==> config.mk <==
export PLATFORM = sky130hd
export DESIGN_NAME = bus_arbiter
export DESIGN_NICKNAME = d
export VERILOG_FILES = /design/src/soc_pkg.sv /design/src/bus_arbiter.sv
export SDC_FILE = /design/constraint.sdc
export NUM_CORES = 1
export LEC_CHECK = 0
export BUFFER_PORTS_ARGS = -buffer_cell sky130_fd_sc_hd__clkbuf_2
export CAP_MARGIN = 20
export CELL_PAD_IN_SITES_DETAIL_PLACEMENT = 1
export CELL_PAD_IN_SITES_GLOBAL_PLACEMENT = 1
export CORE_AREA = 2 2 116 118
export DETAILED_ROUTE_END_ITERATION = 10
export DIE_AREA = 0 0 118 120
export PLACE_DENSITY_LB_ADDON = 0.1
export SKIP_CTS_REPAIR_TIMING = 1
export SLEW_MARGIN = 20
export SYNTH_ARGS = -nofsm -noshare
export SYNTH_HDL_FRONTEND = slang
export SYNTH_SLANG_ARGS = --single-unit
==> constraint.sdc <==
create_clock -name clock -period 1.6 [get_ports clock]
set_input_delay 0.08 -clock clock [delete_from_list [all_inputs] [get_ports clock]]
set_output_delay 0.08 -clock clock [all_outputs]
set_load 0.005 [all_outputs]
==> src/soc_pkg.sv <==
package soc_pkg;

	// ========================================================
	// Bus widths and memory map
	// ========================================================

	localparam int DATA_W = 32;
	localparam int ADDR_W = 32;

	// Word RAM, byte addresses 0x10000000 to 0x100003FC
	localparam int RAM_WORDS = 256;
	localparam int RAM_IDX_W = $clog2(RAM_WORDS);

	// Block RAM lives at 0x1xxxxxxx
	localparam logic [3:0] SEL_RAM = 4'h1;
	// DMA register block at 0x9xxxxxxx
	localparam logic [3:0] SEL_DMA = 4'h9;
	// Timer at 0xAxxxxxxx
	localparam logic [3:0] SEL_TIMER = 4'hA;

	// ========================================================
	// Register offsets, taken from address bits 3:2
	// ========================================================

	localparam logic [1:0] DMA_REG_SRC    = 2'd0;
	localparam logic [1:0] DMA_REG_DST    = 2'd1;
	localparam logic [1:0] DMA_REG_COUNT  = 2'd2;
	localparam logic [1:0] DMA_REG_STATUS = 2'd3;

	localparam logic [1:0] TMR_REG_COUNT   = 2'd0;
	localparam logic [1:0] TMR_REG_COMPARE = 2'd1;
	localparam logic [1:0] TMR_REG_CTRL    = 2'd2;

	// ========================================================
	// State encodings
	// ========================================================

	// Bus owner
	typedef enum logic [1:0] {
		GRANT_NONE,
		GRANT_HOST,
		GRANT_DMA
	} grant_t;

	// Copy engine
	typedef enum logic [1:0] {
		DMA_IDLE,
		DMA_READ,
		DMA_WRITE
	} dma_state_t;

endpackage

==> src/bus_arbiter.sv <==
`timescale 1ns/1ps

module bus_arbiter (
	input  logic                        clock,
	input  logic                        i_rst_n,

	// Port A from the host
	input  logic                        i_a_request,
	input  logic                        i_a_rw,
	input  logic [soc_pkg::ADDR_W-1:0]  i_a_address,
	input  logic [soc_pkg::DATA_W-1:0]  i_a_wdata,
	output logic [soc_pkg::DATA_W-1:0]  o_a_rdata,
	output logic                        o_a_ready,

	// Port B from the DMA master
	input  logic                        i_b_request,
	input  logic                        i_b_rw,
	input  logic [soc_pkg::ADDR_W-1:0]  i_b_address,
	input  logic [soc_pkg::DATA_W-1:0]  i_b_wdata,
	output logic [soc_pkg::DATA_W-1:0]  o_b_rdata,
	output logic                        o_b_ready,

	// Shared bus
	output logic                        o_bus_request,
	output logic                        o_bus_rw,
	output logic [soc_pkg::ADDR_W-1:0]  o_bus_address,
	output logic [soc_pkg::DATA_W-1:0]  o_bus_wdata,
	input  logic [soc_pkg::DATA_W-1:0]  i_bus_rdata,
	input  logic                        i_bus_ready
);

	soc_pkg::grant_t grant;

	// Grant is taken only from idle and held until the slave answers
	always_ff @(posedge clock or negedge i_rst_n) begin
		if (!i_rst_n) begin
			grant <= soc_pkg::GRANT_NONE;
		end else begin
			case (grant)
				soc_pkg::GRANT_NONE: begin
					if (i_a_request)
						grant <= soc_pkg::GRANT_HOST;
					else if (i_b_request)
						grant <= soc_pkg::GRANT_DMA;
				end
				default: begin
					if (i_bus_ready)
						grant <= soc_pkg::GRANT_NONE;
				end
			endcase
		end
	end

	// Route the owner onto the bus
	always_comb begin
		o_bus_request = 1'b0;
		o_bus_rw      = 1'b0;
		o_bus_address = '0;
		o_bus_wdata   = '0;
		case (grant)
			soc_pkg::GRANT_HOST: begin
				o_bus_request = i_a_request;
				o_bus_rw      = i_a_rw;
				o_bus_address = i_a_address;
				o_bus_wdata   = i_a_wdata;
			end
			soc_pkg::GRANT_DMA: begin
				o_bus_request = i_b_request;
				o_bus_rw      = i_b_rw;
				o_bus_address = i_b_address;
				o_bus_wdata   = i_b_wdata;
			end
			default: ;
		endcase
	end

	assign o_a_ready = (grant == soc_pkg::GRANT_HOST) && i_bus_ready;
	assign o_b_ready = (grant == soc_pkg::GRANT_DMA) && i_bus_ready;
	assign o_a_rdata = (grant == soc_pkg::GRANT_HOST) ? i_bus_rdata : '0;
	assign o_b_rdata = (grant == soc_pkg::GRANT_DMA) ? i_bus_rdata : '0;

	// A slave answers only a transfer that is still on the bus
	a_ready_in_transfer: assert property (@(posedge clock) disable iff (!i_rst_n)
		i_bus_ready |-> o_bus_request);

endmodule

After elaboration in Yosys (flattened, before gate mapping)
Index checks and enable logic that the tools add are counted.
{"block": "word_totals", "regBits": 2, "input_bits": 167, "out_inout_bits": 132, "word_cells": 19}
{"block": "op_classes", "eq_ne": 3, "n_mux": 10, "n_reduce_logical": 5}
{"op": "$pmux 32 s2", "count": 2}
{"op": "$mux 32", "count": 2}
{"op": "$mux 2", "count": 4}
{"op": "$pmux 1 s2", "count": 2}
{"op": "$ne 3x3->1 const B", "count": 1}
{"op": "$eq 2x1->1 const B", "count": 1}
{"op": "$eq 2x2->1 const B", "count": 1}
{"op": "$logic_and 1x1->1", "count": 2}
{"op": "$logic_not 2->1", "count": 1}
{"op": "$reduce_and 2->1", "count": 1}
{"op": "$reduce_bool 2->1", "count": 1}

Longest topological paths before layout
{"block": "depth", "word_depth": 3, "ltp_mapped": 6}

Worst setup path after synthesis
OpenSTA, ideal clock, no wires.
{"block": "synth_timing", "path_kind": "register to output", "startpoint": "register grant[0]", "endpoint": "output o_bus_address[0] in the netlist's numbering", "arrival_time_ns": 1.140, "required_ns": 1.520, "slack_ns": 0.380, "stages_incl_launch_ff": 6, "path_buffers": 2, "cell_sequence": "dfrtp_1 inv_1 ha_1 buf_4 buf_2 nor2b_1"}
{"block": "synth_via", "elab_chain_cells": 2}
{"element": "from (decl)", "line": "bus_arbiter.sv:32", "source": "soc_pkg::grant_t grant;"}
{"element": "from (signal assigned)", "line": "bus_arbiter.sv:37", "source": "grant <= soc_pkg::GRANT_NONE;"}
{"element": "from (signal assigned)", "line": "bus_arbiter.sv:42", "source": "grant <= soc_pkg::GRANT_HOST;"}
{"element": "from (signal assigned)", "line": "bus_arbiter.sv:44", "source": "grant <= soc_pkg::GRANT_DMA;"}
{"element": "$eq 2x2->1 / $eq 2x1->1 (equally long branches)", "line": "bus_arbiter.sv:60", "source": "case (grant)"}
{"element": "$pmux 32 s2 (*)", "line": "bus_arbiter.sv:60"}
{"element": "to (decl)", "line": "bus_arbiter.sv:26", "source": "output logic [soc_pkg::ADDR_W-1:0] o_bus_address,"}
Mark *: on every way between the ends. The rest lies on a longest branch, timed or not.

Worst setup path after layout
{"block": "layout_timing", "startpoint": "register grant[1]", "endpoint": "output o_bus_address[4] in the netlist's numbering"}
Same word-level chain as after synthesis.

==> impl_metrics.env <==
export IMPL_cts_buffers=3
export IMPL_failed_checks="negative setup slack"
export IMPL_fp_row_count=42
export IMPL_synth_top_area_frac=0.292
export IMPL_path_clk_slew_ps=30
export IMPL_clock_sinks=2
export IMPL_ys_top_cells_by_area="a22oi_1, nor2b_1, and2_1"
export IMPL_period_needed_ps=1710
export IMPL_syn_area_per_cell_um2=7.06
export IMPL_dieArea_um2=14200
export IMPL_worst_slack_ps=-105
export IMPL_h_tree_depth=1
export IMPL_slowest_delay_ps=410
export IMPL_root_buffer="clkbuf_16"
export IMPL_top_register="grant"
export IMPL_areaGrowthSynthToFinish_pct=150
export IMPL_max_freq_mhz=586
export IMPL_layout_cells_non_filler=727
export IMPL_cp_required_ps=1520
export IMPL_cp_slowest_cell="dfrtp_1"
export IMPL_gp_congestion=0.762
export IMPL_worstSkewPairLatency_ps=220
export IMPL_grt_use_total=0.132
export IMPL_start_util=0.131
export IMPL_synth_distinct_cells=15
export IMPL_largest_register_ffs=2
export IMPL_fin_hold_ws_ps=131
export IMPL_post_dp_cell_area_um2=3290
export IMPL_rsz0062_at_grt="true"
export IMPL_routed_wl_um=13700
export IMPL_die_height_um=120
export IMPL_tritoncts="yes"
export IMPL_setup_viol=86
export IMPL_cp_start_kind="flip-flop"
export IMPL_antenna_found_initial=0
export IMPL_reg_largest_list="grant (2)"
export IMPL_grt_pass1_vias=2832
export IMPL_maxCapViolCount=0
export IMPL_leakage_nw=2.20
export IMPL_crit_fanout=8
export IMPL_nNetsFinal=723
export IMPL_relSlewSlack=0.841
export IMPL_synth_seq_area_share=0.0295
export IMPL_numPortBuffers=298
export IMPL_outcome="finished, violations left"
export IMPL_detail_route_antenna_nets=0
export IMPL_core_um2=13000
export IMPL_grt_max_degree=66
export IMPL_fin_skew_ps=0.503
export IMPL_cp_cell_sequence="inv_2, ha_4, buf_12, clkbuf_16, a22oi_1, nor2b_1, buf_2"
export IMPL_grt_pass1_wl_um=15300
export IMPL_cp_data_arrival_time_ps=1630
export IMPL_path_class="reg2out"
export IMPL_syn_num_nets=410
export IMPL_hpwl_um=8490
export IMPL_diodes=0
export IMPL_timing_final_crit_share=1.07
export IMPL_dp_cells=692
export IMPL_syn_area_um2=1700
export IMPL_ys_warn_count=0
export IMPL_cts_path_max_buffers=2
export IMPL_hp_class="in2reg"
export IMPL_drv_slew=0
export IMPL_drc_errors=0
export IMPL_fin_util=0.327
export IMPL_power_total_mw=7.49
export IMPL_ys_ff_latch=2
export IMPL_ir_worst_vdd_mv=0.644
export IMPL_powerDensity_nw_per_um2=1770
export IMPL_synthCells=240
export IMPL_tightest_slew_ps=237
export IMPL_drt_iter0_drc=69
export IMPL_yosysTopAreaCell="a22oi_1"
export IMPL_dieWidth_um=118
export IMPL_ios=299
export IMPL_via_per_inst=4.31
export IMPL_drt_pass1_iterations=4
export IMPL_layout_drive_gt1_share=0.711
export IMPL_stdcell_area_um2=4240
export IMPL_hold_viol=0
export IMPL_cp_end_kind="output port"
export IMPL_grt_ovfl_total=0
export IMPL_vias=3137
export IMPL_routedWlPerCell_um=18.8
==> critical path: cells and delay by family, from the launching register on <==
kind,cells,cell delay (ps)
fa+ha+maj,1,190
buf+inv,4,540
compound gates,1,190
simple gates,1,70
flops,1,410
==> path summary, 6_finish.rpt <==
kind	from	cells after the start	slack, ps	to
setup / recovery	grant[1]	7	-110	o_bus_address[4]
hold / removal	i_bus_ready	2	130	grant[1]
setup reg to reg	grant[1]	4	520	grant[0]
hold reg to reg	grant[1]	2	650	grant[1]
max in group asynchronous	i_rst_n	2	1300	grant[0]
min in group asynchronous	i_rst_n	2	180	grant[1]
==> kinds of logic (layout without fill, tap and decap cells) <==
logic type | count (synthesis) | in the layout | synth area share
compound gates | 68 | 68 | 0.303
fa+ha+maj | 3 | 3 | 0.0221
buf+inv | 31 | 342 | 0.145
flops | 2 | 2 | 0.0295
simple gates | 136 | 136 | 0.500
==> Yosys cell counts <==
master and count:
clkbuf_2 4, dfrtp_1 2, clkbuf_1 2, ha_1 3
a22oi_1 66, buf_6 13, o22a_1 1, buf_2 4
inv_1 2, nor2b_1 68, nand2b_1 1, nor2_1 1
o32ai_1 1, and2_1 66, buf_4 6
==> area by class of cell <==
cell class | instances | area [um^2]
fillers | 1665 | 8740
clock buffers | 3 | 75.1
repair buffers | 337 | 2230
inverters | 2 | 10.0
multi-input cells | 207 | 1660
well taps | 176 | 220
flip-flops and latches | 2 | 51.3
==> metal layers <==
layer / track usage / part of all wire / vias up
met5: 0 / 0 / -
met2: 0.254 / 0.52 / 154
met3: 0.0242 / 0.050 / 18
met1: 0.146 / 0.41 / 1498
met4: 0.0407 / 0.017 / 0
li1: - / - / 1467
==> power breakdown <==
part	switching (mW)	total [mW]	leakage, nW	internal, mW
clock network	0.0565	0.374	0.0370	0.318
logic	3.13	7.01	2.14	3.88
registers	0.0358	0.112	0.0240	0.0765
==> layout by cell type, fill, tap and decap left out, types with 3 or more instances in the layout <==
master	n
clkbuf_2	254
nor2b_1	63
and2_1	63
buf_2	42
a22oi_2	39
a22oi_1	27
clkbuf_16	17
buf_12	10
buf_6	9
nor2b_2	4
buf_8	4
and2_4	3
ha_4	3
buf_4	3
==> through the flow <==
stage	setup TNS, ps	setup WS, ps
global placement	0	147
floorplan	0	380
detailed placement	0	118
finish	-4960	-105
CTS	-5580	-118
global route	-13250	-184
Power figures use the tool's default switching activity.
