## src/soc_pkg.sv

```systemverilog
package soc_pkg;

	// ========================================================
	// Bus widths and memory map
	// ========================================================

	localparam int DATA_W = 32;
	localparam int ADDR_W = 32;

	// Word RAM, byte addresses 0x10000000 to 0x100003FC
	localparam int RAM_WORDS = 256;
	localparam int RAM_IDX_W = $clog2(RAM_WORDS);

	// Block RAM lives at 0x1xxxxxxx
	localparam logic [3:0] SEL_RAM = 4'h1;
	// DMA register block at 0x9xxxxxxx
	localparam logic [3:0] SEL_DMA = 4'h9;
	// Timer at 0xAxxxxxxx
	localparam logic [3:0] SEL_TIMER = 4'hA;

	// ========================================================
	// Register offsets, taken from address bits 3:2
	// ========================================================

	localparam logic [1:0] DMA_REG_SRC    = 2'd0;
	localparam logic [1:0] DMA_REG_DST    = 2'd1;
	localparam logic [1:0] DMA_REG_COUNT  = 2'd2;
	localparam logic [1:0] DMA_REG_STATUS = 2'd3;

	localparam logic [1:0] TMR_REG_COUNT   = 2'd0;
	localparam logic [1:0] TMR_REG_COMPARE = 2'd1;
	localparam logic [1:0] TMR_REG_CTRL    = 2'd2;

	// ========================================================
	// State encodings
	// ========================================================

	// Bus owner
	typedef enum logic [1:0] {
		GRANT_NONE,
		GRANT_HOST,
		GRANT_DMA
	} grant_t;

	// Copy engine
	typedef enum logic [1:0] {
		DMA_IDLE,
		DMA_READ,
		DMA_WRITE
	} dma_state_t;

endpackage

```

## src/timer.sv

```systemverilog
`timescale 1ns/1ps

module timer (
	input  logic                        clock,
	input  logic                        i_rst_n,
	input  logic                        i_request,
	input  logic                        i_rw,
	input  logic [1:0]                  i_offset,
	input  logic [soc_pkg::DATA_W-1:0]  i_wdata,
	output logic [soc_pkg::DATA_W-1:0]  o_rdata,
	output logic                        o_ready,
	output logic                        o_irq
);

	logic [soc_pkg::DATA_W-1:0] count;
	logic [soc_pkg::DATA_W-1:0] compare;
	logic                       enable;
	logic                       accept;
	logic                       wr_ctrl;

	assign accept  = i_request && !o_ready;
	assign wr_ctrl = accept && i_rw && (i_offset == soc_pkg::TMR_REG_CTRL);

	always_ff @(posedge clock or negedge i_rst_n) begin
		if (!i_rst_n) begin
			o_ready <= 1'b0;
			count   <= '0;
			compare <= '0;
			enable  <= 1'b0;
			o_irq   <= 1'b0;
		end else begin
			o_ready <= accept;

			// Count register, writes take priority over the increment
			if (accept && i_rw && i_offset == soc_pkg::TMR_REG_COUNT)
				count <= i_wdata;
			else if (enable)
				count <= count + 1;

			if (accept && i_rw && i_offset == soc_pkg::TMR_REG_COMPARE)
				compare <= i_wdata;

			if (wr_ctrl)
				enable <= i_wdata[0];

			// Sticky until software touches ctrl
			if (wr_ctrl)
				o_irq <= 1'b0;
			else if (enable && count == compare)
				o_irq <= 1'b1;
		end
	end

	// Read mux, ctrl shows irq in bit 1
	always_ff @(posedge clock) begin
		if (accept && !i_rw) begin
			case (i_offset)
				soc_pkg::TMR_REG_COUNT:   o_rdata <= count;
				soc_pkg::TMR_REG_COMPARE: o_rdata <= compare;
				soc_pkg::TMR_REG_CTRL:    o_rdata <= {{(soc_pkg::DATA_W-2){1'b0}}, o_irq, enable};
				default:                  o_rdata <= '0;
			endcase
		end
	end

endmodule

```

## config.mk

```make
export PLATFORM = sky130hd
export DESIGN_NAME = timer
export DESIGN_NICKNAME = d
export VERILOG_FILES = /design/src/soc_pkg.sv /design/src/timer.sv
export SDC_FILE = /design/constraint.sdc
export NUM_CORES = 1
export LEC_CHECK = 0
export ABC_AREA = 0
export BUFFER_PORTS_ARGS = -buffer_cell sky130_fd_sc_hd__clkbuf_2
export CAP_MARGIN = 5
export CORE_ASPECT_RATIO = 1.1
export CORE_MARGIN = 2
export CORE_UTILIZATION = 55
export DETAILED_ROUTE_END_ITERATION = 6
export GPL_TIMING_DRIVEN = 0
export MAX_ROUTING_LAYER = met4
export PLACE_DENSITY = 0.77
export SETUP_SLACK_MARGIN = 0.4
export SLEW_MARGIN = 20
export SYNTH_ARGS = -nofsm -noshare
export SYNTH_HDL_FRONTEND = slang
export SYNTH_SLANG_ARGS = --single-unit
```

## constraint.sdc

```tcl
create_clock -name clock -period 4.6 [get_ports clock]
set_input_delay 0.69 -clock clock [delete_from_list [all_inputs] [get_ports clock]]
set_output_delay 0.69 -clock clock [all_outputs]
set_load 0.02 [all_outputs]
```

* Yosys cells after proc, flatten, opt, wreduce, memory -nomap -nowiden
Cells that the tools add are included.
** Word-level totals
- Bits in read-only memories :: 0
- Bits in latches :: 0
- RAM bits :: 0
- Memories kept :: 0
- Register bits :: 99
** Cells by class
- $mul :: 0
- Add/subtract/negate cells :: 1
- Bitwise logic cells :: 0
- Reductions and logical operators :: 12
- Multiplexer cells :: 5
- Equal/unequal tests :: 3
- Order comparisons :: 0
- Div/mod/pow operators :: 0
- Shift-type cells :: 0
** Operator list (number)
- one-hot mux 32 bit (3 select lines) :: 1
- two-way mux 32 bit :: 2
- adder 32 x 1 -> 32 bit (second input constant) :: 1
- == test 32 bit :: 1
- logical AND 1 bit :: 7
- nonzero test 2 bit :: 2
- == test 2 x 1 -> 1 bit (second input constant) :: 1
- == test 2 bit (second input constant) :: 1
- zero test 1 bit :: 2
- zero test 2 bit :: 1
- two-way mux 1 bit :: 2

* Logic depth before layout (Yosys ltp)
Gate-level depths: netlist (run 1).
- Depth after elaboration :: 5
- Depth in mapped cells :: 7

* Worst setup path after synthesis (run 1)
Ideal clock, no wire load.
- Kind :: input to register
- From :: in i_request
- To :: reg o_rdata[0] in the netlist's numbering, enable pin
- Cell stages on the path :: 2
- Data required time :: 4.175 ns
- Slack :: 1.851 ns
- Arrival :: 2.323 ns
- Path buffers :: 0
- Path through :: nor2b_1 nor2b_1
** Between the ends
- Longest elaborated chain between the ends :: 2
** RTL lines
- start: declaration :: line timer.sv:6 : input logic i_request,
- logical AND 1 bit :: line timer.sv:21 : assign accept = i_request && !o_ready;
- logical AND 1 bit :: line timer.sv:56 : if (accept && !i_rw) begin
- end signal: assignment :: line timer.sv:58 : soc_pkg::TMR_REG_COUNT: o_rdata <= count;
- end signal: assignment :: line timer.sv:59 : soc_pkg::TMR_REG_COMPARE: o_rdata <= compare;
- end signal: assignment :: line timer.sv:60 : soc_pkg::TMR_REG_CTRL: o_rdata <= {{(soc_pkg::DATA_W-2){1'b0}}, o_irq, enable};
- end: declaration :: line timer.sv:10 : output logic [soc_pkg::DATA_W-1:0] o_rdata,
Every way passes these cells.
A chain may end at the register's enable or synchronous reset.

* Worst setup path after layout (run 1)
- From :: reg count[0] in the netlist's numbering
- To :: reg count[17] in the netlist's numbering
** Between the ends
- Longest elaborated chain between the ends :: 3
** RTL lines
- start: declaration :: line timer.sv:15 : logic [soc_pkg::DATA_W-1:0] count;
- start signal: assignment :: line timer.sv:36 : count <= i_wdata;
- start signal: assignment :: line timer.sv:38 : count <= count + 1;
- adder 32 x 1 -> 32 bit :: line timer.sv:38
- two-way mux 32 bit :: line timer.sv:37 : else if (enable)
- two-way mux 32 bit :: line timer.sv:35 : if (accept && i_rw && i_offset == soc_pkg::TMR_REG_COUNT)
Every way passes these cells. The select of a mux whose other input is x is not followed.

==> impl_results.md, run 1 <==
- Critical path peak fanout: 10
- CTS Hold Buffers Added: 0
- Layout Area Growth over Synthesis: 14.4%
- Wire per inst: 19.4 um
- Cells after Synth: 474
- H-tree depth: 3
- Top FF cell, synth: dfrtp_1
- Mean Syn Cell Area: 10.8 um^2
- Slew margin rel.: 0.308
- Reg2reg start: count[0]
- CP Class: flop to flop
- IO Pins: 72
- First-pass DRT Iterations: 5
- Distinct cells, synth: 42
- Drt drc: 0
- Area fraction of the dominant cell type after synthesis: 0.328
- Fmax: 410 MHz
- Sequential-to-total area share from yosys stat: 0.515
- Post-synth EDFFs: 32
- Fin nets: 595
- Ratio of cells with drive above 1 in the final layout: 0.237
- Placed Instances: 659
- Sum of net half-perimeters after detailed placement: 9.36 mm
- PwrDens: 444 nW/um^2
- Crit path launch: count[0]
- Crit path arrival time: 2720 ps
- Unrepaired setup endpoints after global routing: no
- Root buffer cell: clkbuf_8
- Synth Register Bits: 99
- Ratio of final minimum period to clock period: 0.531
- Sink Count: 99
- Warnings from Yosys: 0
- Number of core rows: 36
- FILL cells: 735
- Register-to-Register Path Depth: 6
- Ys async rst share: 0.677
- Die width: 96.0 um
- CTS Buf Count: 9
- Final Total Pwr: 2.60 mW
- ANT nets after route: 0
- Largest net degree at the start of global routing: 52
- Outcome: finished, final reports clean
- Worst EP required: 4880 ps
- Commonest non-fill, non-tap cell in the layout: clkbuf_2
- Commonest cells after routing, fill and taps aside: clkbuf_2, dfrtp_1, nor2_1
- TritonCTS clock tree: yes
- Final setup TNS: 0 ps
- Leak: 2.40 nW
- Clk_skew: 14.3 ps
- Max Slew Vio Count: 0
- Skew-Pair Late Insertion Delay: 380 ps
- Reg2reg end: count[17]
- Initial core utilization: 0.571
- Synth area leaders: dfrtp_1, edfxtp_1, mux2_2
- Final hold viol count: 0
- Initial antenna violation count: 0
- Total gr overflow: 0
- # diodes: 0
- Least-Margin Pin Slew: 1040 ps
- Cell Area, Synth: 5120 um^2
- Post-route minimum period: 2440 ps
- Die H: 105 um
- PortBufs: 69
- Die ar.: 10100 um^2
- CP startpoint kind: flop
- Syn nets: 513
- CP endpoint: count[17]
- Routed via count: 4067
- Initial DRC Count: 290
- CP Capture Type: flop
- Peak VDD IR: 0.289 mV
- RD Place Congestion: 0.931
- Final std cells w/o fill: 675
- WL final: 13.1 mm
- CTS max path bufs: 2
- CTS clk-pin slew, worst paths: 100 ps
- Worst hold path class: primary input to asynchronous set/reset pin
- Largest area contributor in the netlist: dfrtp_1
- R2R Setup Slk: 2160 ps
- Core ar.: 8960 um^2
- # resized after CTS: 0
- Number of global-route vias before repair: 3904
- Final Setup Violations: 0
- All-Layer GR Usage: 0.282
- Via density: 6.03
- # Max-Cap Violations: 0
- First-pass GRT wire length: 20.7 mm
- Postcts setup bufs: 0
## synth_stat cells (12+ instances only)
library cell and number:
dfrtp_1 67, nor2_1 51, mux2i_1 35, edfxtp_1 32, mux2_2 32, xor2_1 30, clkbuf_1 28, nand2_1 27
o21ai_0 24, a31oi_1 17, nand4_1 15, or4_1 12
## layout make-up
| cell class | instances | area (um^2) | area share |
|---|---|---|---|
| flip-flops and latches | 99 | 2640 | 0.451 |
| repair buffers | 71 | 403 | 0.0688 |
| plain buffers | 41 | 176 | 0.0301 |
| clock buffers | 10 | 128 | 0.0218 |
| multi-input cells | 328 | 2290 | 0.391 |
| well taps | 114 | 143 | 0.0244 |
| clock inverters | 6 | 56.3 | 0.00962 |
| inverters | 6 | 22.5 | 0.00385 |
## where the power goes
group          internal, mW  switching (mW)
Sequential             1.09           0.145
Clock                 0.247           0.306
Combinational         0.335           0.473
## state kept, by name, summed over array words and instances (netlist names)
signal / flops
compare: 32
count: 32
o_rdata: 32
enable: 1
o_irq: 1
o_ready: 1
## cell families after synthesis
family          synth area share
fa+ha+maj                0.00244
buf+inv                   0.0389
compound gates            0.0702
mux                        0.139
flops                      0.515
xor+xnor                  0.0702
simple gates               0.164
## how the worst min path moves through the flow
stage               depth (start not counted)  slack (ps)     endpoint
floorplan                                   0         390   compare[0]
finish                                      1         200  compare[17]
CTS                                         1         210      o_ready
global route                                1         210  compare[12]
detailed placement                          1         480      o_ready
global placement                            1         470      o_ready
## stage by stage
step                       util  instance area [um^2]  hold slack [ps]  setup slack (ps)
after floorplan               -                  5120              394              1850
after global placement    0.625                  5610              466               987
after detailed placement  0.633                  5670              483              1840
after CTS                 0.653                  5850              207              2190
after global routing      0.653                  5850              214              1930
final                     0.653                  5850              204              2160
## layer usage
metal	part of all wire	wire [um]	track usage
met1	0.43	5610	0.383
met3	0.067	879	0.0425
met4	0.029	382	0.126
met5	0	0	-
met2	0.48	6220	0.418
## critical path, stage by stage, from the launching register on
cell and delay (ps):
dfrtp_1 360, clkbuf_1 410, nand3_1 120, or4_1 560, clkbuf_1 300, or3_1 370
a31oi_1 220
(Power assumes the default switching activity.)
==> run 2: changes to the inputs <==
ABC_AREA = 1   (was 0)
clock period = 2.5 ns   (was 4.6 ns; I/O delays follow)
==> run 2 against run 1 <==
Area after synthesis rose by 4.6%. Design area increased by 5.0%. Setup slack worse by 1500 ps. Non-clock buffer count fell by 17. Sequential share of layout area down 2.1 points. First-iteration DRC count increased by 36%. Count of clock-buffer cells in the layout decreased by 1. Critical path type unchanged.
==> impl_results.md, run 2 <==
- Outcome: finished, final reports clean
- Max Slew Vio Count: 0 (unchanged)
- Root buffer cell: clkbuf_8
- Most frequent cell after synthesis: nand2_1
- RD Place Congestion: 0.940 (+0.96%)
- Worst path bufs/invs: 0 (-2)
- Initial core utilization: 0.570 (-0.00108)
- Number of core rows: 37 (+2.8%)
- Final design utilization: 0.654 (+0.000980)
- Ys async rst share: 0.677 (unchanged)
- WL final: 16.5 mm (+26%)
- Sum of net half-perimeters after detailed placement: 12.4 mm (+32%)
- Post-synth EDFFs: 32 (unchanged)
- Initial antenna violation count: 0 (unchanged)
- Total gr overflow: 0 (unchanged)
- Number of global-route vias before repair: 4785 (+23%)
- First-pass DRT Iterations: 6 (+1)
- Final Total Pwr: 5.69 mW (+120%)
- Wire per inst: 18.7 um (-3.6%)
- CTS max path bufs: 2 (unchanged)
- Cell Area, Synth: 5360 um^2 (+4.6%)
- Fin nets: 801 (+35%)
- Mean Syn Cell Area: 7.92 um^2 (-27%)
- Sink Count: 99 (unchanged)
- Core ar.: 9400 um^2 (+4.8%)
- Commonest non-fill, non-tap cell in the layout: nand2_1
- Top cells by count, synth: nand2_1, inv_1, dfrtp_1
- Die ar.: 10500 um^2 (+4.5%)
- IO Pins: 72 (unchanged)
- Critical path peak fanout: 4 (-6)
- Die H: 107 um (+2.2%)
- ANT nets after route: 0 (unchanged)
- CP max stage delay: 400 ps (-160 ps)
- Worst EP required: 2770 ps (-2110 ps)
- Ratio of final minimum period to clock period: 0.726 (+0.196)
- First-pass GRT wire length: 25.8 mm (+25%)
- CP Class: flop to flop
- CP Capture Type: flop
- Area fraction of the dominant cell type after synthesis: 0.313 (-0.0145)
- Syn nets: 715 (+39%)
- Peak VDD IR: 0.442 mV (+53%)
- Drt drc: 0 (unchanged)
- Worst Hold Depth: 3
- Area occupied by multi-input gates: 2240 um^2 (-2.0%)
- Least-Margin Pin Slew: 913 ps (-124 ps)
- PortBufs: 71 (+2.9%)
- Largest registers: compare x32, count x32, o_rdata x32
- Layout Area Growth over Synthesis: 14.8%
- Leak: 2.83 nW (+18%)
- Synth Register Bits: 99 (unchanged)
- Critical Path Stages: 9 (+3)
- Initial DRC Count: 393 (+36%)
- Warnings from Yosys: 0 (unchanged)
- CTS Buf Count: 9 (unchanged)
- # Max-Cap Violations: 0 (unchanged)
- Ratio of cells with drive above 1 in the final layout: 0.164 (-0.0728)
- Synth area leaders: dfrtp_1, edfxtp_1, nand2_1
- Crit path arrival time: 2080 ps (-640 ps)
- Unrepaired setup endpoints after global routing: no
- Distinct cells, synth: 30 (-29%)
- Crit path max-delay family: simple AND/OR/NAND/NOR gates
- CP startpoint kind: flop
- Largest net degree at the start of global routing: 36 (-31%)
- Skew-Pair Late Insertion Delay: 380 ps (about the same)
- Die width: 98.1 um (+2.2%)
- Final Cell Area: 6150 um^2 (+5.0%)
- Final setup TNS: 0 ps (unchanged)
- TritonCTS clock tree: yes
- Worst hold path class: primary input to flop
- Cells after Synth: 676 (+43%)
- Clk_skew: 14.1 ps (-0.257 ps)
- Post-route minimum period: 1820 ps (-626 ps)
- FILL cells: 839 (+14%)
- Final Setup Violations: 0 (unchanged)
- Slew margin rel.: 0.391 (+0.0830)
- Cell Chain, Critical Path: ha_1 -> nand3_2 -> nor2_4 -> nand2_2 -> nor2_2 -> nand2_1 -> xor2_1 -> nand2_1 -> nand2_1
- H-tree depth: 3 (unchanged)
- Final hold viol count: 0 (unchanged)
- Top cell by count, worst path: nand2_1
- # diodes: 0 (unchanged)
- Via density: 5.65 (-6.2%)
- Commonest cells after routing, fill and taps aside: nand2_1, inv_1, clkbuf_2
- Fmax: 551 MHz (+34%)
- Largest area contributor in the netlist: dfrtp_1
- All-Layer GR Usage: 0.336 (+0.0549)
- Top FF cell, synth: dfrtp_1
- FF/Latch Area: 2640 um^2 (unchanged)
- Slowest-stage cell, CP: dfrtp_1
- PwrDens: 926 nW/um^2 (+110%)
- Sequential-to-total area share from yosys stat: 0.493 (-0.0229)
- Register-to-Register Path Depth: 9 (+3)
- Placed cell area: 5920 um^2 (+4.3%)
- CTS clk-pin slew, worst paths: 100 ps (about the same)
- Routed via count: 4995 (+23%)
[run 2: cell types whose count changed in the layout (fill, tap and decap cells not counted), sizes merged, moves of 21 or more]
cell,before,now
mux2,32,0
o21ai,24,48
o22ai,0,33
mux2i,35,0
nand3,11,32
inv,6,105
nand2,27,226
[run 2: through the flow]
stage,instances,hold WS (ps),setup slack [ps]
after detailed placement,867,391,424
after global placement,864,527,327
after CTS,884,213,489
after floorplan,676,79.4,749
final,884,223,684
after global routing,884,231,605
[run 2: per-layer routing]
metal	vias up	GRT usage	share of wire
met5	-	-	0
met4	0	0.151	0.045
met3	52	0.0799	0.083
met2	236	0.509	0.45
met1	2354	0.434	0.42
li1	2353	-	-
[run 2: cell families (layout without fill, tap and decap cells)]
family / after synthesis / after routing / synth area share
XOR/XNOR: 28 / 28 / 0.0458
AND/OR/NAND/NOR: 319 / 319 / 0.254
buffers and inverters: 126 / 217 / 0.0909
AO/OA/AOI/OAI: 103 / 103 / 0.115
flip-flops: 99 / 99 / 0.493
adder cells (fa/ha/maj): 1 / 1 / 0.00234
[run 2: cell type report]
| cell class | count | area share |
|---|---|---|
| buffer | 20 | 0.0151 |
| sequential | 99 | 0.429 |
| timing repair buffer | 75 | 0.0674 |
| inverter | 106 | 0.0647 |
| tap | 117 | 0.0238 |
| clock buffer | 9 | 0.0202 |
| clock inverter | 7 | 0.0151 |
| multi-input combinational | 451 | 0.365 |
[run 2: report_power, final]
group          internal [mW]  total [mW]  switching, mW
clock network          0.560        1.14          0.584
registers               2.11        2.58          0.467
logic                  0.686        1.97           1.28
total                   3.36        5.69           2.33
[run 2: path summary, 6_finish.rpt]
check / endpoint / from / slack [ps]
min in group asynchronous: compare[8] / i_rst_n / 510
setup reg to reg: count[20] / count[1] / 680
hold / removal: compare[6] / i_wdata[6] / 220
max in group asynchronous: count[18] / i_rst_n / 1400
setup / recovery: count[20] / count[1] / 680
hold reg to reg: o_ready / o_ready / 560
[run 2: tightest hold or removal path, cell delays in order]
cell and delay (ps):
clkbuf_2 90, nand2_1 40, o21ai_0 60
[run 2: timing repair]
item	CTS	global route
hold buffers	1	0
setup buffers	0	0
setup endpoints to repair	0	4
resized for setup	0	6
endpoints found under the hold margin	32	0
==> run 3: changes to the inputs <==
ABC_AREA = 0   (was 1)
CORE_UTILIZATION = 52   (was 55)
PLACE_DENSITY = 0.76   (was 0.77)
clock period = 1.6 ns   (was 2.5 ns; I/O delays follow)
==> run 3 against run 2 <==
The run now ends with setup timing left. Hold slack lost 140 ps. Maximum frequency is 12% lower. Final cell count down 19%. Routed wire length decreased by 5.6%. Non-clock buffer count rose by 53. Register-to-register slack worse by 1100 ps. First-iteration DRC count is 25% lower. Core utilization is 8.2 points higher. Sequential power up 41%. Via count decreased by 12%. Critical endpoint is now count[15]. Clock skew shrank 4.1 ps. Design area grew 13%.
==> impl_results.md, run 3 (synthesis results as in run 1) <==
- Sink Count: 99 (unchanged)
- Final Cell Area: 6950 um^2 (+13%)
- Skew-Pair Late Insertion Delay: 380 ps (about the same)
- PortBufs: 69 (-2.8%)
- WL final: 15.6 mm (-5.6%)
- PwrDens: 1200 nW/um^2 (+30%)
- Root buffer cell: clkbuf_8
- CTS max path bufs: 2 (unchanged)
- TritonCTS clock tree: yes
- Core ar.: 9440 um^2 (+0.49%)
- IO Pins: 72 (unchanged)
- FILL cells: 647 (-23%)
- CTS clk-pin slew, worst paths: 90 ps (about the same)
- First-pass GRT wire length: 23.8 mm (-7.8%)
- RD Place Congestion: 0.939 (-0.11%)
- Number of core rows: 37 (unchanged)
- Largest net degree at the start of global routing: 36 (unchanged)
- Fin nets: 632 (-21%)
- H-tree depth: 3 (unchanged)
- Die H: 108 um (+0.52%)
- Least-Margin Pin Slew: 716 ps (-197 ps)
- Worst hold path class: primary input to flop
- CP Class: flop to flop
- Initial DRC Count: 293 (-25%)
- Routed via count: 4388 (-12%)
- Commonest non-fill, non-tap cell in the layout: clkbuf_2
- Final design utilization: 0.736 (+0.0822)
- Die width: 98.6 um (+0.51%)
- Largest registers: compare x32, count x32, o_rdata x32
- CP Capture Type: flop
- Placed cell area: 6000 um^2 (+1.5%)
- Max Slew Vio Count: 0 (unchanged)
- All-Layer GR Usage: 0.305 (-0.0319)
- Initial core utilization: 0.542 (-0.0280)
- Leak: 3.01 nW (+6.3%)
- Post-route minimum period: 2060 ps (+247 ps)
- Outcome: finished, violations left
- Ratio of cells with drive above 1 in the final layout: 0.413 (+0.249)
- Ratio of final minimum period to clock period: 1.29 (+0.563)
- Layout Area Growth over Synthesis: 35.9%
- Total gr overflow: 0 (unchanged)
- Initial antenna violation count: 0 (unchanged)
- Critical path peak fanout: 10 (+6)
- Failing checks: setup timing
- Final Setup Violations: 79 (+79)
- Wire per inst: 21.8 um (+17%)
- Worst EP required: 1890 ps (-880 ps)
- CTS Buf Count: 9 (unchanged)
- First-pass DRT Iterations: 5 (-1)
- # diodes: 0 (unchanged)
- Peak VDD IR: 0.822 mV (+86%)
- Crit path arrival time: 2360 ps (+280 ps)
- Final WS setup: -462 ps (-1150 ps)
- Slew margin rel.: 0.522 (+0.131)
- Clk_skew: 9.99 ps (-4.08 ps)
- Commonest cells after routing, fill and taps aside: clkbuf_2, dfrtp_1, nor2_1
- ANT nets after route: 0 (unchanged)
- Final hold viol count: 0 (unchanged)
- Die ar.: 10700 um^2 (+1.0%)
- # Max-Cap Violations: 0 (unchanged)
- CP startpoint kind: flop
- Via density: 6.14 (+8.6%)
- Sum of net half-perimeters after detailed placement: 9.50 mm (-23%)
- Fmax: 485 MHz (-12%)
- Number of global-route vias before repair: 4468 (-6.6%)
- Drt drc: 0 (unchanged)
- Unrepaired setup endpoints after global routing: yes
## run 3: final timing paths
kind	slack, ps	end	depth (start not counted)	start
max	-460	count[15]	6	count[0]
min	90	count[5]	3	i_wdata[5]
max reg2reg	-460	count[15]	6	count[0]
min reg2reg	570	compare[13]	1	compare[13]
max in group asynchronous	620	count[25]	3	i_rst_n
min in group asynchronous	400	o_ready	2	i_rst_n
## run 3: report_power, final
part / leakage, nW / switching [mW] / total (mW) / internal [mW]
Sequential: 1.07 / 0.493 / 3.64 / 3.15
Combinational: 1.86 / 1.75 / 3.31 / 1.56
Clock: 0.0757 / 0.854 / 1.42 / 0.570
## run 3: layout make-up
class	count	area, um^2	share of cell area
clock inverters	1	5.00	0.000720
inverters	6	22.5	0.00324
well taps	117	146	0.0211
multi-input cells	329	2770	0.398
flip-flops and latches	99	2650	0.381
plain buffers	41	444	0.0639
repair buffers	107	774	0.111
clock buffers	15	146	0.0211
## run 3: per-layer routing
| layer | GRT usage | routed length, um | vias to the layer above | part of all wire |
|---|---|---|---|---|
| met5 | - | 0 | - | 0 |
| met4 | 0.156 | 758 | 0 | 0.049 |
| met3 | 0.0485 | 1080 | 65 | 0.069 |
| met2 | 0.489 | 7540 | 212 | 0.48 |
| met1 | 0.376 | 6210 | 2159 | 0.40 |
| li1 | - | - | 1952 | - |
## run 3: worst max-delay path, cell delays in order, from the launching register on
cell       delay, ps
dfrtp_1          360
clkbuf_4         220
nand3_1          100
or4_4            620
clkbuf_16        200
or3_1            300
a31oi_1          180
## run 3: per-stage QoR
| stage | hold slack, ps | std cells | setup TNS, ps | power [mW] | setup slack, ps |
|---|---|---|---|---|---|
| after floorplan | -55.6 | 474 | -3890 | 5.47 | -315 |
| after global placement | 470 | 660 | -29020 | 6.08 | -466 |
| after detailed placement | 271 | 661 | -16550 | 6.19 | -515 |
| after CTS | 86.8 | 705 | -8330 | 7.98 | -420 |
| after global routing | 102 | 715 | -18450 | 8.76 | -546 |
| final | 87.1 | 715 | -13160 | 8.37 | -462 |
## run 3: what timing repair did
action,CTS,global route
setup endpoints to repair,101,112
hold buffers,1,0
gates resized for setup,65,61
pin swaps,29,19
buffers inserted,22,10
gates cloned,5,0
hold endpoints to repair,34,0
