### src/soc_pkg.sv
package soc_pkg;

	// ========================================================
	// Bus widths and memory map
	// ========================================================

	localparam int DATA_W = 32;
	localparam int ADDR_W = 32;

	// Word RAM, byte addresses 0x10000000 to 0x100003FC
	localparam int RAM_WORDS = 256;
	localparam int RAM_IDX_W = $clog2(RAM_WORDS);

	// Block RAM lives at 0x1xxxxxxx
	localparam logic [3:0] SEL_RAM = 4'h1;
	// DMA register block at 0x9xxxxxxx
	localparam logic [3:0] SEL_DMA = 4'h9;
	// Timer at 0xAxxxxxxx
	localparam logic [3:0] SEL_TIMER = 4'hA;

	// ========================================================
	// Register offsets, taken from address bits 3:2
	// ========================================================

	localparam logic [1:0] DMA_REG_SRC    = 2'd0;
	localparam logic [1:0] DMA_REG_DST    = 2'd1;
	localparam logic [1:0] DMA_REG_COUNT  = 2'd2;
	localparam logic [1:0] DMA_REG_STATUS = 2'd3;

	localparam logic [1:0] TMR_REG_COUNT   = 2'd0;
	localparam logic [1:0] TMR_REG_COMPARE = 2'd1;
	localparam logic [1:0] TMR_REG_CTRL    = 2'd2;

	// ========================================================
	// State encodings
	// ========================================================

	// Bus owner
	typedef enum logic [1:0] {
		GRANT_NONE,
		GRANT_HOST,
		GRANT_DMA
	} grant_t;

	// Copy engine
	typedef enum logic [1:0] {
		DMA_IDLE,
		DMA_READ,
		DMA_WRITE
	} dma_state_t;

endpackage

### src/addr_decoder.sv
`timescale 1ns/1ps

module addr_decoder (
	input  logic                           clock,
	input  logic                           i_rst_n,
	input  logic                           i_request,
	input  logic [soc_pkg::ADDR_W-1:0]     i_address,
	output logic                           o_ready,
	output logic [soc_pkg::DATA_W-1:0]     o_rdata,
	output logic                           o_fault,

	output logic                           o_ram_request,
	output logic [soc_pkg::RAM_IDX_W-1:0]  o_ram_index,
	input  logic [soc_pkg::DATA_W-1:0]     i_ram_rdata,
	input  logic                           i_ram_ready,

	output logic                           o_dma_request,
	input  logic [soc_pkg::DATA_W-1:0]     i_dma_rdata,
	input  logic                           i_dma_ready,

	output logic                           o_tmr_request,
	input  logic [soc_pkg::DATA_W-1:0]     i_tmr_rdata,
	input  logic                           i_tmr_ready,

	output logic [1:0]                     o_reg_offset
);

	logic [3:0] sel;
	logic       hit_ram;
	logic       hit_dma;
	logic       hit_tmr;
	logic       miss_ready;

	assign sel     = i_address[soc_pkg::ADDR_W-1 -: 4];
	assign hit_ram = sel == soc_pkg::SEL_RAM;
	assign hit_dma = sel == soc_pkg::SEL_DMA;
	assign hit_tmr = sel == soc_pkg::SEL_TIMER;

	assign o_ram_request = i_request && hit_ram;
	assign o_dma_request = i_request && hit_dma;
	assign o_tmr_request = i_request && hit_tmr;
	assign o_ram_index   = i_address[2 +: soc_pkg::RAM_IDX_W];
	assign o_reg_offset  = i_address[3:2];

	// Unmapped address, answer here so the master is not left hanging
	always_ff @(posedge clock or negedge i_rst_n) begin
		if (!i_rst_n)
			miss_ready <= 1'b0;
		else
			miss_ready <= i_request && !(hit_ram || hit_dma || hit_tmr) && !miss_ready;
	end

	assign o_fault = miss_ready;

	assign o_ready = hit_ram ? i_ram_ready :
	                 hit_dma ? i_dma_ready :
	                 hit_tmr ? i_tmr_ready :
	                 miss_ready;

	assign o_rdata = hit_ram ? i_ram_rdata :
	                 hit_dma ? i_dma_rdata :
	                 hit_tmr ? i_tmr_rdata :
	                 '0;

	a_single_ready: assert property (@(posedge clock) disable iff (!i_rst_n)
		$onehot0({i_ram_ready, i_dma_ready, i_tmr_ready, miss_ready}));

endmodule

### config.mk
export PLATFORM = sky130hd
export DESIGN_NAME = addr_decoder
export DESIGN_NICKNAME = d
export VERILOG_FILES = /design/src/soc_pkg.sv /design/src/addr_decoder.sv
export SDC_FILE = /design/constraint.sdc
export NUM_CORES = 1
export LEC_CHECK = 0
export ABC_AREA = 1
export BUFFER_PORTS_ARGS = -buffer_cell sky130_fd_sc_hd__buf_4
export CAP_MARGIN = 10
export CORE_AREA = 2 2 70 72
export CTS_CLUSTER_DIAMETER = 50
export DETAILED_ROUTE_END_ITERATION = 7
export DIE_AREA = 0 0 72 74
export HOLD_SLACK_MARGIN = 0.12
export MAX_ROUTING_LAYER = met4
export PLACE_DENSITY = 0.7
export SLEW_MARGIN = 10
export SYNTH_ARGS = -nofsm -noshare
export SYNTH_HDL_FRONTEND = slang
export SYNTH_SLANG_ARGS = --single-unit
export TNS_END_PERCENT = 30
### constraint.sdc
create_clock -name clock -period 1.2 [get_ports clock]
set_clock_uncertainty 0.05 [all_clocks]
set_input_delay 0.12 -clock clock [delete_from_list [all_inputs] [get_ports clock]]
set_output_delay 0.12 -clock clock [all_outputs]
set_load 0.02 [all_outputs]
Word-level counts from Yosys, hierarchy flattened --
Cells that the tools add are included.
Storage, ports and cells: flip-flop bits (word level) 1, latch bits 0, RAM bits 0, ROM bits 0, input port bits 134, output and inout bits 47, word-level logic and storage cells 19, memories 0
Cells by class: add/subtract/negate cells 0, multipliers 0, divide/modulo/power cells 0, order comparisons 0, equality and inequality tests 3, shift operators 0, mux-type cells 6, bitwise logic cells 0, reduce and logical (&&, ||, !) cells 9
Operators by type and width (number):
- $mux W32 | 3
- $eq A4 B4 Y1 const B | 2
- $logic_and A1 B1 Y1 | 5
- $eq A4 B1 Y1 const B | 1
- $mux W1 | 3
- $logic_not A1 Y1 | 2
- $logic_or A1 B1 Y1 | 2

Depth between registers and ports, before layout --
Gate-level depths: netlist of run 1.
depth after elaboration 6, mapped depth 7

Least setup slack after synthesis of run 1 --
No wires, ideal clock.
kind input-to-output, start point input i_address[28] (netlist bit), end point output o_dma_request, data arrival time 0.917 ns, required time 1.030 ns, setup slack 0.113 ns, stages on the path 5, buffers on the path 1, path through inv_2 > nor2_4 > buf_6 > nand2_1 > nor3_1
On the way: cells in the longest elaborated chain, start to end 2
Ends and longest elaborated chain:
- start, declared | RTL line addr_decoder.sv:7 | input logic [soc_pkg::ADDR_W-1:0] i_address,
- $eq A4 B4 Y1 | RTL line addr_decoder.sv:36 | assign hit_dma = sel == soc_pkg::SEL_DMA;
- $logic_and A1 B1 Y1 | RTL line addr_decoder.sv:40 | assign o_dma_request = i_request && hit_dma;
- end, declared | RTL line addr_decoder.sv:17 | output logic o_dma_request,
Every way passes these cells.

Final worst setup path of run 1 --
start point input i_address[28] (netlist bit), end point output o_rdata[12] (netlist bit)
On the way: cells in the longest elaborated chain, start to end 4
Ends and longest elaborated chain:
- $eq A4 B4 Y1 | RTL line addr_decoder.sv:37 | assign hit_tmr = sel == soc_pkg::SEL_TIMER;
- $mux W32 | RTL line addr_decoder.sv:62 | hit_tmr ? i_tmr_rdata :
- $mux W32 | RTL line addr_decoder.sv:61 | hit_dma ? i_dma_rdata :
- $mux W32 (*) | RTL line addr_decoder.sv:60 | assign o_rdata = hit_ram ? i_ram_rdata :
- end, declared | RTL line addr_decoder.sv:9 | output logic [soc_pkg::DATA_W-1:0] o_rdata,
Mark *: on every way between the ends. The rest lies on a longest branch, timed or not.

==> results.md, run 1 <==
- The layout net count is 465.
- The antenna cell count is 0.
- Once layout is done, the placed cells without fillers occupy 0.00293 mm2.
- For this run, the total global-route usage over all layers was measured as 0.153.
- The signal on the critical path passes through buf_8 > inv_4 > nor2_4 > buf_12 > clkbuf_16 > nand3_2 > nand3_2 > buf_6.
- The design draws 992 uW.
- The fraction of layout instances using a drive strength above 1 is 0.751.
- The total power divided by cell area is 339 mW/mm2.
- The synthesized netlist contains 13 unique library cells.
- Once detail routing completed, the nets flagged for antenna violations numbered 0.
- The routability congestion estimate is 0.741.
- The clock latency on the worst-skew pair is 0 ns.
- The flip-flop count of the largest register, all copies and words added is 1.
- The most common cell type on the critical path is sky130_fd_sc_hd__nand3_2.
- Counting cells, the worst reg-to-reg path comes to 3.
- Counting flops and latches in the post-synthesis netlist gives 1.
- The pin slew with the least headroom to its limit is 0.202 ns.
- The slowest stage of the critical path is the sky130_fd_sc_hd__nor2_4 cell.
- The period utilization is 1.01.
- Once placement completed, the tool counted placed cells totaling 362.
- The die boundary height is 74 um.
- The first global-routing pass estimated 6.65 mm of wire.
- The number of global-route vias before repair was 1,487.
- The final layout contains routed wiring with a total length of 6.50 mm.
- The accumulated negative setup slack is -0.0323 ns.
- The mean routed wirelength per cell is 17.0 um.
- The initial antenna violation count was 0.
- The data arrival time of the critical path is 1.05 ns.
- The largest net degree at the start of global routing is 51.
- The worst-case IR drop observed on VDD is 170 uV.
- The run finished, with violations left.
- The layout filler cell count is 400.
- The hold-critical path depth is 0.
- The die outline width is 72 um.
- The shortest period the worst path allows is 1.22 ns.
- The number of cells in the finished layout apart from fillers is 383.
- The number of hold-slack violations in the final timing report was 0.
- The critical path buffer and inverter count is 5.
- The capturing element type of the critical path is a primary output.
- The number of remaining DRC errors is 0.
- A synthesized cell averages 5.53 um2.
- Input and output buffers added on the ports amount to 142.
- Setup repair after global routing could not meet its margin everywhere.
- The startpoint type of the worst setup path is an input port.
- Yosys printed 0 warnings.
- The placed standard-cell area is 0.00207 mm2.
- The first routing iteration left 76 violations.
- The layout overhead on the synthesized area is 186%.
- For this configuration, the core starts out at a cell density of 0.223.
- The final reports fail on setup timing.
- The number of rows in the core area is 25.
- The final-report max-slew violation count is 0.
- Of the synthesized area, sequential elements account for 0.0244.
- After technology mapping, the gate count stands at 185.
- 181 I/O pins were placed.
- After detailed routing, the number of vias per cell comes to 5.22.
- The HPWL after detailed placement is 3.56 mm.
- The worst hold path begins at i_address[2].
- The headroom to the max-slew limit is 0.865.
- Broken down by cell family, the worst path's largest delay share belongs to buffers and inverters.
- In this run the critical register-to-register path is launched from o_fault.
- The largest stage delay on the critical path is 0.19 ns.
- The number of gates on the worst path with buffers counted is 8.
- The routed via count is 2,001.
- The worst setup path is of the input port to primary output kind.
- The worst hold path class is input port to primary output.
- The first TritonRoute pass finished after 4 iterations.
- The placeable core region is 0.00460 mm2.
- The slack of the worst reg-to-reg path is 0.48 ns.
- Static timing analysis puts the maximum clock frequency at 0.823 GHz.
- For this run the aggregate overflow at the end of global routing stands at 0.
- The source of the critical timing path is i_address[28].
- The post-synth net total is 319.
- The die covers 0.00533 mm2.
- Setup slack on the critical path of the routed design comes to -0.0153 ns.
- The data required time of the worst path is 1.03 ns.
- The number of endpoints failing setup at the final stage is 5.
- The end-of-flow core utilization is 0.636.
- Summing every instance area after synthesis gives 0.00102 mm2.
- Across the run, the number of max-cap violations was 0.
- In this run the worst path has a maximum fanout of 8.
- The standby leakage power is 0.00147 uW.
final timing paths:
check	to
worst max-delay path	o_rdata[12]
worst min-delay path	o_ram_index[0]
worst max register to register	o_fault
worst min register to register	o_fault
max in group asynchronous	o_fault
min in group asynchronous	o_fault
Yosys cell counts (all sizes together):
master	number	share of area
dfrtp	1	0.024
nor3	2	0.0098
nor2	6	0.046
nand2	6	0.022
inv	8	0.029
buf	30	0.22
nand3	132	0.65
report_power, final:
group          switching, uW  internal [uW]  total, uW
Clock                      0              0          0
Combinational            419            534        953
Sequential              2.05           37.2       39.3
area by class of cell:
class                           instances  area, um2  area share
Multi-Input combinational cell        146       1100       0.377
Timing Repair Buffer                  174       1700       0.579
Inverter                                8       35.0      0.0120
Tap cell                               54       67.6      0.0231
Sequential cell                         1       25.0     0.00855
worst reg2reg max path, delay by kind of cell, from the launching register on:
family / cells / cell delay [ns]
flip-flops: 1 / 0.37
AND/OR/NAND/NOR: 2 / 0.15
buffers and inverters: 1 / 0.07
placed cells by master, fill, tap and decap left out:
| master | count |
|---|---|
| sky130_fd_sc_hd__inv_4 | 2 |
| sky130_fd_sc_hd__nand2_1 | 3 |
| sky130_fd_sc_hd__buf_6 | 37 |
| sky130_fd_sc_hd__nand3_2 | 60 |
| sky130_fd_sc_hd__inv_1 | 5 |
| sky130_fd_sc_hd__buf_8 | 5 |
| sky130_fd_sc_hd__nand3_4 | 4 |
| sky130_fd_sc_hd__inv_2 | 1 |
| sky130_fd_sc_hd__clkbuf_16 | 7 |
| sky130_fd_sc_hd__buf_4 | 117 |
| sky130_fd_sc_hd__nand2_2 | 3 |
| sky130_fd_sc_hd__nor2_1 | 2 |
| sky130_fd_sc_hd__nor3_1 | 2 |
| sky130_fd_sc_hd__dlygate4sd3_1 | 1 |
| sky130_fd_sc_hd__dfrtp_1 | 1 |
| sky130_fd_sc_hd__nand3_1 | 68 |
| sky130_fd_sc_hd__nor2_4 | 4 |
| sky130_fd_sc_hd__buf_12 | 7 |
repair_timing:
action,4_1_cts,5_1_grt
setup endpoints to repair,0,31
endpoints found under the hold margin,1,0
gates resized for setup,0,115
buffers inserted,0,7
hold buffers,1,0
metrics by stage:
stage	setup slack, ns	hold slack (ns)
final	-0.0153	0.190
after global routing	-0.0460	0.190
after CTS	0.0179	0.190
after detailed placement	0.0200	-0.154
after global placement	0.000479	-0.155
after floorplan	0.113	-0.226
routing by layer:
metal  wire length, um  track usage  vias to the layer above
li1                  -            -                      947
met1              2260        0.167                      927
met2              3620        0.299                      112
met3               519       0.0244                       15
met4               100       0.0189                        0
met5                 0            -                        -
logic make-up (layout without fill, tap and decap cells):
group,after synthesis,count (layout),synth area share
buffers and inverters,38,182,0.252
AND/OR/NAND/NOR,146,146,0.724
flip-flops,1,1,0.0244
No activity file was read; power rests on OpenSTA's default activity.
==> run 2: changes to the inputs <==
==> constraint.sdc (replaced) <==
create_clock -name clock -period 1.2 [get_ports clock]
set_clock_uncertainty 0.05 [all_clocks]
set_input_delay 0.18 -clock clock [delete_from_list [all_inputs] [get_ports clock]]
set_output_delay 0.18 -clock clock [all_outputs]
set_load 0.02 [all_outputs]
==> results.md, run 2 (synthesis results as in run 1) <==
- The final-report max-slew violation count came to 0 (unchanged).
- The worst setup path is captured at a primary output.
- The global-route wire length before repair is 8.04 mm (+21%).
- Setup repair after global routing could not meet its margin everywhere.
- The top cell types in the final layout, fill and taps aside, are 116 x sky130_fd_sc_hd__buf_4, 93 x sky130_fd_sc_hd__nand3_1, 39 x sky130_fd_sc_hd__buf_6, 36 x sky130_fd_sc_hd__nand3_2, 8 x sky130_fd_sc_hd__buf_12.
- The reported max-cap violation count came to 0 (unchanged).
- The first-pass iteration count of the detailed router came to 4 (unchanged).
- The data required time of the worst path is 0.97 ns (-0.06 ns).
- The largest net degree at the start of global routing came to 26 (-49%).
- The layer with the highest usage after global routing is met2.
- The number of hold-slack violations in the final timing report came to 0 (unchanged).
- The routability congestion estimate is 0.719 (-3.0%).
- The global routing met1 resource utilization is 0.201 (+0.0340).
- The number of vias per cell after detailed routing is 5.09 (-2.7%).
- The number of endpoints failing setup at the final stage is 34 (+29).
- The critical path is of the input port to primary output type.
- The run finished, with violations left.
- The number of rows in the core area is 25 (unchanged).
- The clock latency on the worst-skew pair is 0 ns (unchanged).
- The aggregate global routing overflow was 0 (unchanged).
- The headroom to the max-slew limit is 0.878 (+0.0129).
- The worst hold path belongs to the class input port to primary output.
- The routed wire length is 6.16 mm (-5.2%).
- The worst setup slack after placement came to -0.132 ns (-0.152 ns).
- The fraction of layout instances using a drive strength above 1 is 0.686 (-0.0650).
- The number of remaining DRC errors is 0 (unchanged).
- The layout net count is 467 (+0.43%).
- The checks that failed: setup timing.
- The highest clock frequency the design can meet is 0.767 GHz (-6.8%).
- The routing usage on met3 is 0.0230 (-0.00136).
- The antenna cell count is 0 (unchanged).
- STA classifies the critical path startpoint as an input port.
- Leaving out fill and tap cells, the most frequent cell in the layout is sky130_fd_sc_hd__buf_4.
- The final critical-path setup slack is -0.104 ns (-0.0883 ns).
- The die outline width is 72 um (unchanged).
- The initial DRC count came to 70 (-7.9%).
- The flip-flop count of the largest register, all copies and words added was 1 (unchanged).
- The standby leakage power is 0.00146 uW (-0.69%).
- The starting utilization of the core area came to 0.223 (unchanged).
- The HPWL after detailed placement is 3.56 mm (about the same).
- The placeable core region is 0.00460 mm2 (unchanged).
- The number of top-level pins is 181 (unchanged).
- The count of input and output buffers came to 142 (unchanged).
- The met2 usage was 0.378 (+0.0782).
- The layout overhead on the synthesized area is 181%.
- The initial antenna violation count is 0 (unchanged).
- The die boundary height came to 74 um (unchanged).
- The area of the die was 0.00533 mm2 (unchanged).
- The number of global-route vias before repair is 1,744 (+17%).
- The end-of-flow core utilization is 0.626 (-0.0109).
- The shortest period the worst path allows is 1.30 ns (+0.0883 ns).
- The pin slew with the least headroom to its limit is 0.183 ns (-0.0192 ns).
- The data arrival time of the critical path is 1.07 ns (+0.02 ns).
- The routed via count was 1,958 (-2.1%).
- The mean routed wirelength per cell is 16.0 um (-5.7%).
- The remaining number of nets flagged by the antenna check after routing came to 0 (unchanged).
- The maximum vdd ir drop is 165 uV (-2.5%).
- The period utilization is 1.09 (+0.0736).
- The peak fanout along the critical path is 6 (-2).
- The total routing resource utilization after global routing is 0.187 (+0.0336).
- The total power divided by cell area came to 345 mW/mm2 (+1.6%).
## run 2: layout make-up
| type | instances | area (um2) |
|---|---|---|
| fillers | 373 | 1720 |
| inverters | 8 | 37.5 |
| multi-input cells | 146 | 996 |
| flip-flops and latches | 1 | 25.0 |
| well taps | 54 | 67.6 |
| repair buffers | 176 | 1750 |
## run 2: where the power goes
part	total [uW]	switching [uW]	internal, uW
Sequential	38.9	1.69	37.2
Combinational	952	402	550
Clock	0	0	0
## run 2: final timing paths
kind                               start              to  slack (ns)  cells after the start
min in group asynchronous        i_rst_n         o_fault        0.46                      2
hold reg to reg                  o_fault         o_fault        0.50                      3
max in group asynchronous        i_rst_n         o_fault        0.56                      2
hold / removal              i_address[2]  o_ram_index[0]        0.31                      0
setup / recovery           i_address[30]      o_rdata[4]       -0.10                      8
setup reg to reg                 o_fault         o_fault        0.48                      3
## run 2: per-layer routing
metal  wire length, um  vias to the layer above
li1                  -                      947
met1              2220                      902
met2              3440                      100
met3               443                        9
met4                51                        0
met5                 0                        -
## run 2: worst max-delay path, cell delays in order
cell and delay (ns):
sky130_fd_sc_hd__buf_8 0.11, sky130_fd_sc_hd__nor2_4 0.14, sky130_fd_sc_hd__buf_12 0.15, sky130_fd_sc_hd__buf_12 0.12, sky130_fd_sc_hd__buf_12 0.12, sky130_fd_sc_hd__nand3_2 0.06
sky130_fd_sc_hd__nand3_2 0.08, sky130_fd_sc_hd__buf_6 0.11
## run 2: repair_timing
item / in CTS / in global routing
buffers inserted: 5 / 4
setup endpoints to repair: 34 / 36
hold endpoints to repair: 1 / 0
pin swaps: 7 / 24
gates resized for setup: 36 / 77
gates cloned: 5 / 5
hold buffers: 1 / 0
## run 2: per-stage QoR
stage	hold slack (ns)	area (um2)	instances	power (uW)	TNS (ns)
6_report	0.310	2880	385	991	-2.16
5_1_grt	0.310	2880	385	1040	-3.75
4_1_cts	0.310	2380	376	835	-2.26
3_5_place_dp	-0.0942	2100	365	720	-2.87
3_3_place_gp	-0.0950	2100	365	714	-2.53
2_1_floorplan	-0.166	1020	185	359	-0.0142
==> run 3: changes to the inputs <==
Settings changed: SKIP_LAST_GASP set to 1.
==> results.md, run 3 (synthesis results as in run 1) <==
- The clock latency on the worst-skew pair is 0 ns (unchanged).
- The slack of the worst reg-to-reg path was 0.48 ns (about the same).
- Setup repair after global routing could not meet its margin everywhere.
- The critical path buffer and inverter count came to 5 (unchanged).
- The met2 routed wirelength is 3.10 mm (-9.8%).
- The final-report max-slew violation count was 0 (unchanged).
- The area growth from synthesis to layout is 157%.
- The signal on the critical path passes through buf_8 > nor2_4 > buf_12 > buf_12 > buf_12 > nand3_2 > nand3_2 > buf_6.
- The category of the most critical setup path is input port to primary output.
- The checks that failed: setup timing.
- The end-of-flow core utilization came to 0.571 (-0.0544).
- The final critical-path setup slack came to -0.105 ns (-0.00156 ns).
- The number of global-route vias before repair is 1,722 (-1.3%).
- The number of gates on the worst path with buffers counted is 8 (unchanged).
- The largest net degree at the start of global routing was 26 (unchanged).
- The hold-critical path depth is 0 (unchanged).
- The routed via count is 1,878 (-4.1%).
- The data arrival time of the critical path is 1.08 ns (about the same).
- The highest clock frequency the design can meet is 0.766 GHz (-0.12%).
- The met3 wire length was 429 um (-3.2%).
- The global-route wire length before repair is 7.92 mm (-1.5%).
- The placed standard-cell area was 0.00210 mm2 (unchanged).
- The number of vias per cell after detailed routing is 4.92 (-3.3%).
- Leaving out fill and tap cells, the most frequent cell in the layout is sky130_fd_sc_hd__buf_4.
- The critical-path cell with the highest stage delay is sky130_fd_sc_hd__buf_12.
- The antenna cell count is 0 (unchanged).
- The layout net count is 464 (-0.64%).
- The reported max-cap violation count was 0 (unchanged).
- The remaining number of nets flagged by the antenna check after routing came to 0 (unchanged).
- The area of the die is 0.00533 mm2 (unchanged).
- The initial DRC count is 41 (-41%).
- The period utilization is 1.09 (+0.00130).
- The routed wire length was 5.58 mm (-9.4%).
- The placeable core region is 0.00460 mm2 (unchanged).
- The initial antenna violation count is 0 (unchanged).
- The total routed wire length on the met1 layer is 2.02 mm (-9.4%).
- The flip-flop count of the largest register, all copies and words added is 1 (unchanged).
- The standby leakage power was 0.00136 uW (-6.5%).
- The number of hold-slack violations in the final timing report is 0 (unchanged).
- The pin slew with the least headroom to its limit is 0.182 ns (-0.000893 ns).
- The flow ran to the end, but the final reports show violations.
- The fraction of layout instances using a drive strength above 1 is 0.631 (-0.0547).
- The HPWL after detailed placement is 3.56 mm (unchanged).
- The starting utilization of the core area is 0.223 (unchanged).
- The number of remaining DRC errors is 0 (unchanged).
- The library cells used most frequently in the layout, excluding fill and tap cells, are 137 x sky130_fd_sc_hd__buf_4, 107 x sky130_fd_sc_hd__nand3_1, 23 x sky130_fd_sc_hd__nand3_2, 17 x sky130_fd_sc_hd__buf_6, 7 x sky130_fd_sc_hd__buf_12.
- The reg-to-reg endpoint is o_fault.
- The routability congestion estimate is 0.719 (unchanged).
- Tracing the worst setup path back leads to its startpoint at i_address[30].
- The worst-case reg-to-reg path depth is 3 (unchanged).
- The data required time of the worst path was 0.97 ns (about the same).
- The headroom to the max-slew limit is 0.878 (about the same).
- The aggregate global routing overflow came to 0 (unchanged).
- The maximum vdd ir drop is 166 uV (+0.23%).
- The count of input and output buffers is 142 (unchanged).
- The number of rows in the core area is 25 (unchanged).
- The number of top-level pins is 181 (unchanged).
- In this run the worst setup path terminates at o_rdata[4].
- The worst hold path class is input port to primary output.
- The peak fanout along the critical path was 6 (unchanged).
- The startpoint type of the worst setup path is an input port.
- The final cell area excluding filler cells came to 0.00263 mm2 (-8.7%).
- The die outline width is 72 um (unchanged).
- The first-pass iteration count of the detailed router is 4 (unchanged).
- The shortest period the worst path allows is 1.31 ns (+0.00157 ns).
- The cell family with the largest share of critical-path delay is buffers and inverters.
- The largest stage delay on the critical path was 0.15 ns (about the same).
- The worst-case hold slack was 0.310 ns (unchanged).
- In this run the critical register-to-register path is launched from o_fault.
- The most common cell type on the critical path is sky130_fd_sc_hd__buf_12.
- The detailed router used layers up to and including met4.
- The number of endpoints failing setup at the final stage is 36 (+5.9%).
- The total routing resource utilization after global routing was 0.184 (-0.00293).
- The die boundary height is 74 um (unchanged).
- The capturing element type of the critical path is a primary output.
- The total power divided by cell area is 346 mW/mm2 (+0.31%).
- The mean routed wirelength per cell came to 14.6 um (-8.6%).
## run 3: cell types whose count changed in the layout (fill, tap and decap cells not counted), moves of 2 or more
cell and change:
sky130_fd_sc_hd__nand3_2 -13, sky130_fd_sc_hd__buf_6 -22, sky130_fd_sc_hd__clkbuf_16 -2, sky130_fd_sc_hd__buf_4 +21, sky130_fd_sc_hd__nand3_1 +14
## run 3: through the flow
step / setup slack (ns) / std cells / power, uW / TNS [ns]
global placement: -0.116 / 365 / 714 / -2.53
floorplan: -0.00708 / 185 / 359 / -0.0142
finish: -0.105 / 382 / 908 / -1.86
CTS: -0.105 / 376 / 827 / -2.50
global route: -0.153 / 382 / 960 / -3.78
detailed placement: -0.132 / 365 / 720 / -2.87
## run 3: layout make-up
type | count | area (um2)
fillers | 420 | 1970
repair buffers | 173 | 1600
multi-input cells | 146 | 903
well taps | 54 | 67.6
inverters | 8 | 35.0
flip-flops and latches | 1 | 25.0
## run 3: worst min-delay path by stage
stage                       from        endpoint  slack [ns]
CTS                 i_address[6]  o_ram_index[4]        0.31
global route        i_address[2]  o_ram_index[0]        0.31
floorplan                i_rst_n         o_fault       -0.17
finish              i_address[2]  o_ram_index[0]        0.31
detailed placement       i_rst_n         o_fault       -0.09
global placement         i_rst_n         o_fault       -0.09
## run 3: routing by layer
layer	track usage	up-vias
met3	0.0203	7
met5	-	-
met4	0.0147	0
li1	-	941
met1	0.201	838
met2	0.368	92
## run 3: report_power, final
| group | internal (uW) | switching [uW] |
|---|---|---|
| clock | 0 | 0 |
| sequential | 37.2 | 1.65 |
| combinational | 502 | 367 |
## run 3: repair_timing
action | in CTS | in global routing
endpoints found under the hold margin | 1 | 0
setup buffers | 5 | 4
gates cloned | 5 | 2
gates resized for setup | 27 | 42
setup endpoints to repair | 34 | 36
hold buffers | 1 | 0
pin swaps | 7 | 9
## run 3: worst register-to-register path, delay by kind of cell, from the launching register on
| kind | cells | cell delay (ns) |
|---|---|---|
| buffers and inverters | 1 | 0.09 |
| DFF | 1 | 0.36 |
| and+or+nand+nor | 2 | 0.14 |
